File: config.mk
export PLATFORM = sky130hd
export DESIGN_NAME = apb_delay_top
export DESIGN_NICKNAME = d
export VERILOG_FILES = /design/src/logic/apb_delay_pkg.sv /design/src/logic/apb_scratch_regs.sv /design/src/logic/apb_delayer.sv /design/src/logic/apb_delay_top.sv
export SDC_FILE = /design/constraint.sdc
export NUM_CORES = 1
export LEC_CHECK = 0
export ABC_CLOCK_PERIOD_IN_PS = 3980
export BUFFER_PORTS_ARGS = -buffer_cell sky130_fd_sc_hd__buf_2
export CAP_MARGIN = 20
export CORE_UTILIZATION = 62
export CTS_CLUSTER_DIAMETER = 120
export CTS_CLUSTER_SIZE = 30
export DETAILED_ROUTE_END_ITERATION = 12
export GPL_TIMING_DRIVEN = 0
export PLACE_DENSITY = 0.82
export SLEW_MARGIN = 20
export SYNTH_ARGS = -nofsm -noshare
export SYNTH_HDL_FRONTEND = slang
export SYNTH_SLANG_ARGS = --single-unit
File: constraint.sdc
create_clock -name clock -period 3.98 [get_ports clock]
set_input_delay 0.995 -clock clock [delete_from_list [all_inputs] [get_ports clock]]
set_output_delay 0.995 -clock clock [all_outputs]
set_load 0.1 [all_outputs]
File: src/logic/apb_delay_pkg.sv
package apb_delay_pkg;

    // ------------------------------------------------------------------
    // APB bus widths
    // ------------------------------------------------------------------
    localparam int ADDR_WIDTH = 32;
    localparam int DATA_WIDTH = 32;
    localparam int STRB_WIDTH = 4;
    localparam int PROT_WIDTH = 3;

    // ------------------------------------------------------------------
    // Peripheral and delayer defaults
    // ------------------------------------------------------------------
    localparam int REG_COUNT_DEFAULT = 16;
    localparam int WAIT_REG_INDEX = 15;
    localparam int WAIT_WIDTH = 6;             // Low bits of the wait register.

    localparam int RATIO_FRAC_DEFAULT = 10;
    localparam int DELAY_RATIO_DEFAULT = 2048; // 2.0 in 10 fraction bits.
    localparam int COUNT_WIDTH_DEFAULT = 32;

    // ------------------------------------------------------------------
    // State encodings
    // ------------------------------------------------------------------
    typedef enum logic [1:0] {
        DELAYER_IDLE,
        DELAYER_ACTIVE,
        DELAYER_DELAY
    } delayer_state_t;

    typedef enum logic [1:0] {
        REGS_IDLE,
        REGS_WAIT,
        REGS_RESPOND
    } regs_state_t;

endpackage

File: src/logic/apb_scratch_regs.sv
module apb_scratch_regs #(
    parameter int REG_COUNT = apb_delay_pkg::REG_COUNT_DEFAULT
) (
    input  logic                                 clock,
    input  logic                                 reset,

    input  logic [apb_delay_pkg::ADDR_WIDTH-1:0] paddr,
    input  logic                                 psel,
    input  logic                                 penable,
    input  logic [apb_delay_pkg::PROT_WIDTH-1:0] pprot,
    input  logic                                 pwrite,
    input  logic [apb_delay_pkg::DATA_WIDTH-1:0] pwdata,
    input  logic [apb_delay_pkg::STRB_WIDTH-1:0] pstrb,
    output logic                                 pready,
    output logic [apb_delay_pkg::DATA_WIDTH-1:0] prdata,
    output logic                                 pslverr
);

    localparam int IDX_WIDTH = $clog2(REG_COUNT);
    localparam int IDX_MSB   = IDX_WIDTH + 1;   // Word index sits above byte offset.

    apb_delay_pkg::regs_state_t state;

    logic [apb_delay_pkg::DATA_WIDTH-1:0] regs [REG_COUNT];
    logic [apb_delay_pkg::WAIT_WIDTH-1:0] wait_cnt;
    logic [apb_delay_pkg::WAIT_WIDTH-1:0] wait_value;
    logic [IDX_WIDTH-1:0]                 idx;
    logic                                 addr_err;
    logic                                 setup;

    assign idx        = paddr[IDX_MSB:2];
    assign addr_err   = (|paddr[apb_delay_pkg::ADDR_WIDTH-1:IDX_MSB+1]) | (|paddr[1:0]);
    assign wait_value = regs[apb_delay_pkg::WAIT_REG_INDEX][apb_delay_pkg::WAIT_WIDTH-1:0];
    assign setup      = psel & ~penable;

    // ------------------------------------------------------------------
    // Wait-state FSM
    // ------------------------------------------------------------------
    always_ff @(posedge clock) begin
        if (reset) begin
            state    <= apb_delay_pkg::REGS_IDLE;
            wait_cnt <= '0;
        end else begin
            case (state)
                apb_delay_pkg::REGS_IDLE: begin
                    if (setup) begin
                        wait_cnt <= wait_value;
                        if (wait_value == '0) begin
                            state <= apb_delay_pkg::REGS_RESPOND;
                        end else begin
                            state <= apb_delay_pkg::REGS_WAIT;
                        end
                    end
                end
                apb_delay_pkg::REGS_WAIT: begin
                    wait_cnt <= wait_cnt - 1'b1;
                    if (wait_cnt == apb_delay_pkg::WAIT_WIDTH'(1)) begin
                        state <= apb_delay_pkg::REGS_RESPOND;
                    end
                end
                apb_delay_pkg::REGS_RESPOND: state <= apb_delay_pkg::REGS_IDLE;
                default: state <= apb_delay_pkg::REGS_IDLE;
            endcase
        end
    end

    // ------------------------------------------------------------------
    // Response and register file
    // ------------------------------------------------------------------
    assign pready  = (state == apb_delay_pkg::REGS_RESPOND);
    assign pslverr = pready & addr_err;
    assign prdata  = (pready && !pwrite && !addr_err) ? regs[idx] : '0;

    // Writes land at the end of the ready cycle.
    always_ff @(posedge clock) begin
        if (reset) begin
            for (int i = 0; i < REG_COUNT; i++) begin
                regs[i] <= '0;
            end
        end else if (pready && pwrite && !addr_err) begin
            for (int b = 0; b < apb_delay_pkg::STRB_WIDTH; b++) begin
                if (pstrb[b]) begin
                    regs[idx][8*b +: 8] <= pwdata[8*b +: 8];
                end
            end
        end
    end

    // Completion only inside an access phase of the requester.
    assert property (@(posedge clock) disable iff (reset)
        pready |-> psel && penable)
        else $error("apb_scratch_regs: pready outside access phase");

    // Requester keeps the transfer stable while waiting.
    assert property (@(posedge clock) disable iff (reset)
        psel && penable |-> $stable({paddr, pprot, pwrite, pwdata, pstrb}))
        else $error("apb_scratch_regs: request changed during access");

endmodule

File: src/logic/apb_delayer.sv
module apb_delayer #(
    parameter int DELAY_RATIO = apb_delay_pkg::DELAY_RATIO_DEFAULT,
    parameter int RATIO_FRAC  = apb_delay_pkg::RATIO_FRAC_DEFAULT,
    parameter int COUNT_WIDTH = apb_delay_pkg::COUNT_WIDTH_DEFAULT
) (
    input  logic                                 clock,
    input  logic                                 reset,

    input  logic [apb_delay_pkg::ADDR_WIDTH-1:0] in_paddr,
    input  logic                                 in_psel,
    input  logic                                 in_penable,
    input  logic [apb_delay_pkg::PROT_WIDTH-1:0] in_pprot,
    input  logic                                 in_pwrite,
    input  logic [apb_delay_pkg::DATA_WIDTH-1:0] in_pwdata,
    input  logic [apb_delay_pkg::STRB_WIDTH-1:0] in_pstrb,
    output logic                                 in_pready,
    output logic [apb_delay_pkg::DATA_WIDTH-1:0] in_prdata,
    output logic                                 in_pslverr,

    output logic [apb_delay_pkg::ADDR_WIDTH-1:0] out_paddr,
    output logic                                 out_psel,
    output logic                                 out_penable,
    output logic [apb_delay_pkg::PROT_WIDTH-1:0] out_pprot,
    output logic                                 out_pwrite,
    output logic [apb_delay_pkg::DATA_WIDTH-1:0] out_pwdata,
    output logic [apb_delay_pkg::STRB_WIDTH-1:0] out_pstrb,
    input  logic                                 out_pready,
    input  logic [apb_delay_pkg::DATA_WIDTH-1:0] out_prdata,
    input  logic                                 out_pslverr
);

    localparam int ACC_WIDTH = 2 * COUNT_WIDTH;
    localparam logic [ACC_WIDTH-1:0] RATIO_STEP = ACC_WIDTH'(DELAY_RATIO);

    apb_delay_pkg::delayer_state_t state;

    logic [COUNT_WIDTH-1:0] wait_cnt;   // Downstream wait cycles seen.
    logic [ACC_WIDTH-1:0]   acc;        // wait_cnt times ratio, fixed point.
    logic [COUNT_WIDTH-1:0] extra_cnt;
    logic [ACC_WIDTH-1:0]   scaled;
    logic [ACC_WIDTH-1:0]   wait_ext;
    logic [ACC_WIDTH-1:0]   diff;
    logic [COUNT_WIDTH-1:0] extra_next;

    logic [apb_delay_pkg::DATA_WIDTH-1:0] held_prdata;
    logic                                 held_pslverr;

    logic in_setup;
    logic in_delay;
    logic delay_done;

    assign in_setup   = in_psel & ~in_penable;
    assign in_delay   = (state == apb_delay_pkg::DELAYER_DELAY);
    assign delay_done = in_delay & (extra_cnt == '0);

    // ------------------------------------------------------------------
    // Downstream request, blocked while stretching
    // ------------------------------------------------------------------
    assign out_paddr   = in_paddr;
    assign out_psel    = in_psel & ~in_delay;
    assign out_penable = in_penable & ~in_delay;
    assign out_pprot   = in_pprot;
    assign out_pwrite  = in_pwrite;
    assign out_pwdata  = in_pwdata;
    assign out_pstrb   = in_pstrb;

    // Extra delay, clamped at zero for ratios below one.
    assign scaled     = acc >> RATIO_FRAC;
    assign wait_ext   = {{(ACC_WIDTH - COUNT_WIDTH){1'b0}}, wait_cnt};
    assign diff       = scaled - wait_ext;
    assign extra_next = (scaled > wait_ext) ? diff[COUNT_WIDTH-1:0] : '0;

    // ------------------------------------------------------------------
    // FSM
    // ------------------------------------------------------------------
    always_ff @(posedge clock) begin
        if (reset) begin
            state <= apb_delay_pkg::DELAYER_IDLE;
        end else begin
            case (state)
                apb_delay_pkg::DELAYER_IDLE: begin
                    if (in_setup) begin
                        state <= apb_delay_pkg::DELAYER_ACTIVE;
                    end
                end
                apb_delay_pkg::DELAYER_ACTIVE: begin
                    if (out_pready) begin
                        state <= apb_delay_pkg::DELAYER_DELAY;
                    end
                end
                apb_delay_pkg::DELAYER_DELAY: begin
                    if (delay_done) begin
                        state <= apb_delay_pkg::DELAYER_IDLE;
                    end
                end
                default: state <= apb_delay_pkg::DELAYER_IDLE;
            endcase
        end
    end

    // Measure, then count the extra cycles down.
    always_ff @(posedge clock) begin
        if (reset) begin
            wait_cnt  <= '0;
            acc       <= '0;
            extra_cnt <= '0;
        end else if (state == apb_delay_pkg::DELAYER_ACTIVE) begin
            if (out_pready) begin
                extra_cnt <= extra_next;
                wait_cnt  <= '0;
                acc       <= '0;
            end else begin
                wait_cnt <= wait_cnt + 1'b1;
                acc      <= acc + RATIO_STEP;
            end
        end else if (in_delay && extra_cnt != '0) begin
            extra_cnt <= extra_cnt - 1'b1;
        end
    end

    always_ff @(posedge clock) begin
        if (state == apb_delay_pkg::DELAYER_ACTIVE && out_pready) begin
            held_prdata  <= out_prdata;
            held_pslverr <= out_pslverr;
        end
    end

    // ------------------------------------------------------------------
    // Upstream completion, one cycle
    // ------------------------------------------------------------------
    always_ff @(posedge clock) begin
        if (reset) begin
            in_pready  <= 1'b0;
            in_prdata  <= '0;
            in_pslverr <= 1'b0;
        end else if (delay_done) begin
            in_pready  <= 1'b1;
            in_prdata  <= held_prdata;
            in_pslverr <= held_pslverr;
        end else begin
            in_pready  <= 1'b0;
            in_prdata  <= '0;
            in_pslverr <= 1'b0;
        end
    end

    // The peripheral stays quiet while the completion is held back.
    assert property (@(posedge clock) disable iff (reset)
        in_delay |-> !out_penable && !out_pready)
        else $error("apb_delayer: downstream access during delay");

    assert property (@(posedge clock) disable iff (reset)
        in_pready |=> !in_pready)
        else $error("apb_delayer: in_pready high two cycles in a row");

endmodule

File: src/logic/apb_delay_top.sv
module apb_delay_top #(
    parameter int DELAY_RATIO = apb_delay_pkg::DELAY_RATIO_DEFAULT,
    parameter int RATIO_FRAC  = apb_delay_pkg::RATIO_FRAC_DEFAULT,
    parameter int COUNT_WIDTH = apb_delay_pkg::COUNT_WIDTH_DEFAULT,
    parameter int REG_COUNT   = apb_delay_pkg::REG_COUNT_DEFAULT
) (
    input  logic                                 clock,
    input  logic                                 reset,

    input  logic [apb_delay_pkg::ADDR_WIDTH-1:0] paddr,
    input  logic                                 psel,
    input  logic                                 penable,
    input  logic [apb_delay_pkg::PROT_WIDTH-1:0] pprot,
    input  logic                                 pwrite,
    input  logic [apb_delay_pkg::DATA_WIDTH-1:0] pwdata,
    input  logic [apb_delay_pkg::STRB_WIDTH-1:0] pstrb,
    output logic                                 pready,
    output logic [apb_delay_pkg::DATA_WIDTH-1:0] prdata,
    output logic                                 pslverr
);

    // Delayer to peripheral.
    logic [apb_delay_pkg::ADDR_WIDTH-1:0] dev_paddr;
    logic                                 dev_psel;
    logic                                 dev_penable;
    logic [apb_delay_pkg::PROT_WIDTH-1:0] dev_pprot;
    logic                                 dev_pwrite;
    logic [apb_delay_pkg::DATA_WIDTH-1:0] dev_pwdata;
    logic [apb_delay_pkg::STRB_WIDTH-1:0] dev_pstrb;
    logic                                 dev_pready;
    logic [apb_delay_pkg::DATA_WIDTH-1:0] dev_prdata;
    logic                                 dev_pslverr;

    apb_delayer #(
        .DELAY_RATIO (DELAY_RATIO),
        .RATIO_FRAC  (RATIO_FRAC),
        .COUNT_WIDTH (COUNT_WIDTH)
    ) i_delayer (
        .clock       (clock),
        .reset       (reset),
        .in_paddr    (paddr),
        .in_psel     (psel),
        .in_penable  (penable),
        .in_pprot    (pprot),
        .in_pwrite   (pwrite),
        .in_pwdata   (pwdata),
        .in_pstrb    (pstrb),
        .in_pready   (pready),
        .in_prdata   (prdata),
        .in_pslverr  (pslverr),
        .out_paddr   (dev_paddr),
        .out_psel    (dev_psel),
        .out_penable (dev_penable),
        .out_pprot   (dev_pprot),
        .out_pwrite  (dev_pwrite),
        .out_pwdata  (dev_pwdata),
        .out_pstrb   (dev_pstrb),
        .out_pready  (dev_pready),
        .out_prdata  (dev_prdata),
        .out_pslverr (dev_pslverr)
    );

    apb_scratch_regs #(
        .REG_COUNT (REG_COUNT)
    ) i_regs (
        .clock   (clock),
        .reset   (reset),
        .paddr   (dev_paddr),
        .psel    (dev_psel),
        .penable (dev_penable),
        .pprot   (dev_pprot),
        .pwrite  (dev_pwrite),
        .pwdata  (dev_pwdata),
        .pstrb   (dev_pstrb),
        .pready  (dev_pready),
        .prdata  (dev_prdata),
        .pslverr (dev_pslverr)
    );

endmodule

==> run_results.csv, run 1 <==
group,metric,value,unit
yosys,syn-instance-count,2710,
global_route,gr-total-overflow,0,
global_route,antenna_found_initial,3,
final_layout,drive_above_1_share,13.8,%
final_layout,final_common_cell,"edfxtp_1",
setup_path,worstPathMaxFanout,10,
setup_path,worst_path_most_repeated_cell,"clkbuf_1",
sta,slew_headroom,26.1,%
clock_tree,cts-buffers-inserted,27,
global_route,track_usage,34.3,%
die,fp-row-count,84,
clock_tree,cts_num_sinks,706,
die,die-area,0.0542,mm²
yosys,synth.area.mux_share,11.0,%
clock_tree,htreeDepth,1,
route,ant_nets,0,
final_layout,fin_nets,2958,
yosys,synthAdderAreaFrac,1.46,%
die,core,0.0526,mm²
worst_hold_path,whs_path_depth,1,
setup_path,slowest_delay,0.88,ns
die,ios,110,
setup_path,crit_required,4.26,ns
sta,rsz0062_at_grt,"true",
route,dr.pass1.iters,6,
setup_path,cp.arrival,4.16,ns
sta,skew,0.0167,ns
pwr,ir_drop,525,µV
yosys,synth-edff-count,545,
yosys,synth-main-ff-cell,"edfxtp_1",
pwr,p_per_area,364,mW/mm²
sta,fin_crit_sh,97.5,%
die,dieHeight,233,µm
route,wl,92200,µm
global_route,grt_max_degree,32,
yosys,ys_seq_area_share,59.3,%
placement,hpwl,65900,µm
clock_tree,cts_tree,"built",
worst_hold_path,holdPathEnd,"i_delayer.in_prdata[14]",
sta,worstMarginPinSlew,1.11,ns
yosys,synth_area_per_cell,12.2,µm²
sta,timing.hold.ws,0.451,ns
setup_path,rr_worst_depth,8,
yosys,yosys_warnings,0,
setup_path,worstSetupEndpointType,"register",
yosys,synth_seq_cells,706,
final_layout,layout.cells.non_filler,3553,
yosys,synthSimpleGateAreaFrac,18.1,%
pwr,leakagePower,12.5,nW
setup_path,reg2reg_from,"i_regs.state[0]",
clock_tree,clkLatencyLatePin,0.66,ns
sta,layout_min_cycle_time,3.88,ns
yosys,synth_top_family_by_area,"simple AND/OR/NAND/NOR gates",
route,dr.first_iter.drc_count,3363,
global_route,grt_pass1_vias,22900,
placement,port_buffers,102,
clock_tree,clk_pin_slew,0.11,ns
sta,fmax,258,MHz
setup_path,cp-start-kind,"input port",
final_layout,layout_common_cells,"edfxtp_1 (545), nor2_1 (507), and2_1 (240), nand2_1 (232), dfxtp_1 (161)",
yosys,synth_cell_type_count,72,
sta,timing.final.max_slew_violations,0,
clock_tree,clockRootBuffer,"clkbuf_16",
worst_hold_path,holdCritStartpoint,"i_delayer.held_prdata[14]",
route,vias_per_cell,6.59,
setup_path,crit_path_cell_trace,"buf_2 > nor4_1 > nand4_1 > nor3_1 > and3b_1 > clkbuf_1 > nand2_1 > clkbuf_1 > o21bai_1",
setup_path,crit_type,"in2reg",
yosys,syn-num-nets,2824,
yosys,async_flop_share,0,%
setup_path,r2r_setup_slack,0.25,ns
route,wl_per_cell,26.0,µm
sta,setup_viol,0,
route,drc,0,
placement,dp_cells,3502,
setup_path,critPathSlowestCell,"o21bai_1",
yosys,synthXorXnorAreaFrac,2.81,%
flow_run,max_cap_viol_count,0,
yosys,syn-cell-area,0.0330,mm²
global_route,grt_pass1_wl,137000,µm
worst_hold_path,hold_path.class,"reg2reg",
die,die_w,233,µm
sta,hold_violations,0,
setup_path,r2r-end,"i_regs.regs[5][12]",
die,floorplan.initialDensity,62.8,%
yosys,synth_compound_area_share,5.13,%
final_layout,area_growth,6.99,%
clock_tree,clockBufferDepth,3,
placement,gp_congestion,0.924,
route,via_count,23400,
outcome,status,"finished clean",
## worst max-delay path: cells and delay by family
family / cells / cell delay [ns]
and+or+nand+nor: 5 / 1.42
buffers and inverters: 3 / 0.85
AOI/OAI and AO/OA: 1 / 0.88
## cell usage after synthesis (all sizes together), types with 3 or more instances
cell	instances	area share, %
a211oi	7	0.16
a21o	13	0.30
a21oi	76	1.2
a221oi	7	0.19
a22oi	3	0.068
a311oi	4	0.11
a31oi	16	0.30
and2	242	4.6
and3	14	0.27
and4	6	0.16
buf	29	0.45
clkbuf	101	1.2
dfxtp	161	9.8
edfxtp	545	50
ha	37	1.4
inv	53	0.60
mux4	160	11
nand2	232	2.6
nand2b	10	0.19
nand3	32	0.50
nand4	33	0.64
nor2	513	5.9
nor2b	46	0.89
nor3	46	0.73
nor4	25	0.54
o211ai	10	0.23
o21a	3	0.068
o21ai	53	0.80
o21bai	46	1.0
o22ai	3	0.057
o2bb2ai	5	0.13
o31a	3	0.080
or2	28	0.53
or3	14	0.27
or4	3	0.080
xnor2	67	1.8
xor2	39	1.0
## worst max-delay path by stage
stage / slack [ns] / end / startpoint / cells after the start
after detailed placement: -0.55 / i_regs.regs[0][20] / paddr[15] / 9
after CTS: 0.13 / i_regs.regs[7][3] / paddr[15] / 9
after floorplan: 0.66 / i_delayer.held_prdata[3] / paddr[2] / 6
after global routing: -0.1 / i_regs.regs[12][12] / paddr[15] / 9
after global placement: -1.53 / i_delayer.wait_cnt[31] / i_regs.state[0] / 7
final: 0.1 / i_regs.regs[5][12] / paddr[15] / 9
## layout make-up
class	instances	area, µm²
plain buffers	130	539
fillers	3678	17200
repair buffers	105	546
diodes	1	2.50
inverters	53	199
clock inverters	2	25.0
clock buffers	47	751
flip-flops and latches	706	19600
multi-input cells	1821	12800
well taps	688	861
## routing by layer
metal,share of wire [%],GRT usage [%]
met1,36,46.9
met2,46,53.1
met3,13,7.37
met4,5.0,15.3
met5,0.013,0
## flip-flops by register name, indices dropped and copies added (netlist names)
name / flops
i_regs.regs: 512
i_delayer.acc: 53
i_delayer.extra_cnt: 32
i_delayer.held_prdata: 32
i_delayer.in_prdata: 32
i_delayer.wait_cnt: 32
i_regs.wait_cnt: 6
i_delayer.state: 2
i_regs.state: 2
i_delayer.held_pslverr: 1
i_delayer.in_pready: 1
i_delayer.in_pslverr: 1
## logic make-up after synthesis
family          Yosys count
simple gates           1251
fa+ha+maj                38
xor+xnor                106
mux                     162
compound gates          264
flops                   706
buf+inv                 183
## per-stage QoR
| step | cell area [µm²] | utilization [%] | setup slack [ns] | power, mW | TNS [ns] |
|---|---|---|---|---|---|
| 2_1_floorplan | 33000 | - | 0.661 | 8.97 | 0 |
| 6_report | 35300 | 67.2 | 0.0997 | 12.9 | 0 |
| 5_1_grt | 35300 | 67.2 | -0.0975 | 13.1 | -4.73 |
| 3_3_place_gp | 34400 | 65.5 | -1.53 | 9.37 | -235.94 |
| 4_1_cts | 35200 | 67.0 | 0.128 | 12.8 | 0 |
| 3_5_place_dp | 34400 | 65.5 | -0.548 | 9.41 | -160.85 |
## power by group
| group | switching (mW) | internal [mW] |
|---|---|---|
| clock | 2.26 | 1.32 |
| combinational | 0.729 | 0.419 |
| sequential | 0.0742 | 8.08 |
| total | 3.06 | 9.82 |
## timing repair
| action | 4_1_cts | 5_1_grt |
|---|---|---|
| hold endpoints to repair | 0 | 0 |
| setup endpoints to repair | 0 | 190 |
| resized for setup | 0 | 24 |
| hold buffers | 0 | 0 |
| setup buffers | 0 | 0 |
Note: power is estimated with default switching activity, not from simulation.
==> run 2: changes to the inputs <==
--- a/config.mk
+++ b/config.mk
@@ -14,6 +14,7 @@
 export DETAILED_ROUTE_END_ITERATION = 12
 export GPL_TIMING_DRIVEN = 0
 export PLACE_DENSITY = 0.82
+export RECOVER_POWER = 100
 export SLEW_MARGIN = 20
 export SYNTH_ARGS = -nofsm -noshare
 export SYNTH_HDL_FRONTEND = slang
==> run_results.csv, run 2 (same netlist as run 1, synthesis figures left out) <==
group,metric,value,unit
outcome,status,"finished clean",
die,core,0.0526,mm²
pwr,total_power,12.9,mW
die,floorplan.initialDensity,62.8,%
setup_path,cp.depth,9,
setup_path,cp-start-kind,"input port",
clock_tree,clockRootBuffer,"clkbuf_16",
setup_path,crit_required,4.26,ns
setup_path,worst_path_most_repeated_cell,"clkbuf_1",
global_route,grt_pass1_vias,22900,
global_route,track_usage,34.3,%
final_layout,reg_top3,"i_regs.regs (512), i_delayer.acc (53)",
route,dr.first_iter.drc_count,3303,
route,dr.pass1.iters,5,
clock_tree,cts-buffers-inserted,27,
final_layout,register_area,0.0196,mm²
die,die_w,233,µm
final_layout,largest_reg_flops,512,
route,wl_per_cell,26.0,µm
final_layout,num-fill-cells,3698,
final_layout,area_growth,6.75,%
clock_tree,clk_pin_slew,0.12,ns
sta,setup_viol,0,
die,ios,110,
sta,fmax,252,MHz
die,die-area,0.0542,mm²
final_layout,regMostFlops,"i_regs.regs",
sta,timing.final.max_slew_violations,0,
sta,worstMarginPinSlew,1.19,ns
global_route,antenna_found_initial,3,
setup_path,crit_family,"simple AND/OR/NAND/NOR gates",
clock_tree,cts_tree,"built",
route,vias_per_cell,6.62,
pwr,leakagePower,12.1,nW
final_layout,fin_nets,2958,
final_layout,final_common_cell,"edfxtp_1",
route,drc,0,
final_layout,multi_input_area,0.0128,mm²
pwr,ir_drop,523,µV
placement,hpwl,65900,µm
clock_tree,post_cts_buffers,0,
route,via_count,23500,
clock_tree,cts_num_sinks,706,
final_layout,drive_above_1_share,11.6,%
die,fp-row-count,84,
global_route,grt_pass1_wl,137000,µm
global_route,gr-total-overflow,0,
route,ant_nets,0,
setup_path,crit_path_cell_trace,"buf_2 > nor4_1 > nand4_1 > nor3_1 > and3b_1 > clkbuf_1 > nand2_1 > clkbuf_1 > o21bai_1",
setup_path,crit_type,"in2reg",
global_route,grt_max_degree,32,
clock_tree,htreeDepth,1,
sta,layout_min_cycle_time,3.97,ns
setup_path,rr_worst_depth,14,
sta,slew_headroom,20.1,%
die,dieHeight,233,µm
placement,port_buffers,102,
final_layout,fin_util,67.1,%
setup_path,path_buf_inv,3,
setup_path,critPathSlowestCell,"o21bai_1",
setup_path,worstSetupEndpointType,"register",
flow_run,max_cap_viol_count,0,
setup_path,cp.arrival,4.25,ns
setup_path,slowest_delay,0.90,ns
final_layout,layout_common_cells,"edfxtp_1 (545), nor2_1 (508), nand2_1 (232), dfxtp_1 (161)",
placement,gp_congestion,0.924,
sta,fin_crit_sh,99.8,%
worst_hold_path,hold_path.class,"reg2reg",
route,wl,92400,µm
pwr,p_per_area,365,mW/mm²
sta,rsz0062_at_grt,"true",
setup_path,worstPathMaxFanout,10,
sta,skew,0.0206,ns
clock_tree,clockBufferDepth,3,
worst_hold_path,whs_path_depth,1,
clock_tree,clkLatencyLatePin,0.66,ns
sta,hold_violations,0,
==> run 2: cell count changes in the layout (fill, tap and decap cells not counted), moves of 3 or more <==
| cell | previous run | this run |
|---|---|---|
| buf_2 | 119 | 83 |
| or2_1 | 1 | 4 |
| or2_0 | 0 | 18 |
| and2_1 | 240 | 87 |
| and2_0 | 1 | 154 |
| buf_1 | 5 | 1 |
| clkbuf_1 | 118 | 160 |
| or2_2 | 27 | 6 |
==> run 2: routing by layer <==
metal	global-route usage, %	wire length (µm)	up-vias
met5	0	20	-
li1	-	-	9999
met4	15.3	4640	4
met3	7.37	11600	316
met1	46.9	33600	11500
met2	53.1	42500	1664
==> run 2: cell type report <==
class	count	area share, %
Timing Repair Buffer	105	1.41
Antenna cell	1	0.00710
Clock inverter	2	0.0710
Tap cell	688	2.44
Clock buffer	47	2.13
Sequential cell	706	55.6
Multi-Input combinational cell	1821	36.3
Buffer	130	1.50
Inverter	53	0.564
==> run 2: final timing paths <==
| check | from | slack (ns) | to |
|---|---|---|---|
| worst max-delay path | paddr[15] | 0.009 | i_regs.regs[2][14] |
| worst min-delay path | i_delayer.held_prdata[14] | 0.45 | i_delayer.in_prdata[14] |
| worst max register to register | i_delayer.wait_cnt[20] | 0.14 | i_delayer.extra_cnt[27] |
| worst min register to register | i_delayer.held_prdata[14] | 0.45 | i_delayer.in_prdata[14] |
==> run 2: timing repair <==
action | in CTS | in global routing
resized for setup | 0 | 24
hold buffers | 0 | 0
setup endpoints to repair | 0 | 190
==> run 2: through the flow <==
step	worst slack [ns]	area [µm²]	hold slack, ns	setup TNS [ns]	instances
4_1_cts	0.128	35200	0.453	0	3551
3_5_place_dp	-0.548	34400	0.427	-160.85	3502
2_1_floorplan	0.661	33000	0.420	0	2710
3_3_place_gp	-1.53	34400	0.424	-235.94	3500
5_1_grt	-0.0975	35300	0.472	-7.94	3552
6_report	0.00868	35300	0.453	0	3553
==> run 2: report_power, final <==
part / switching, mW / internal (mW)
Combinational: 0.727 / 0.414
Sequential: 0.0750 / 8.08
Clock: 2.26 / 1.32
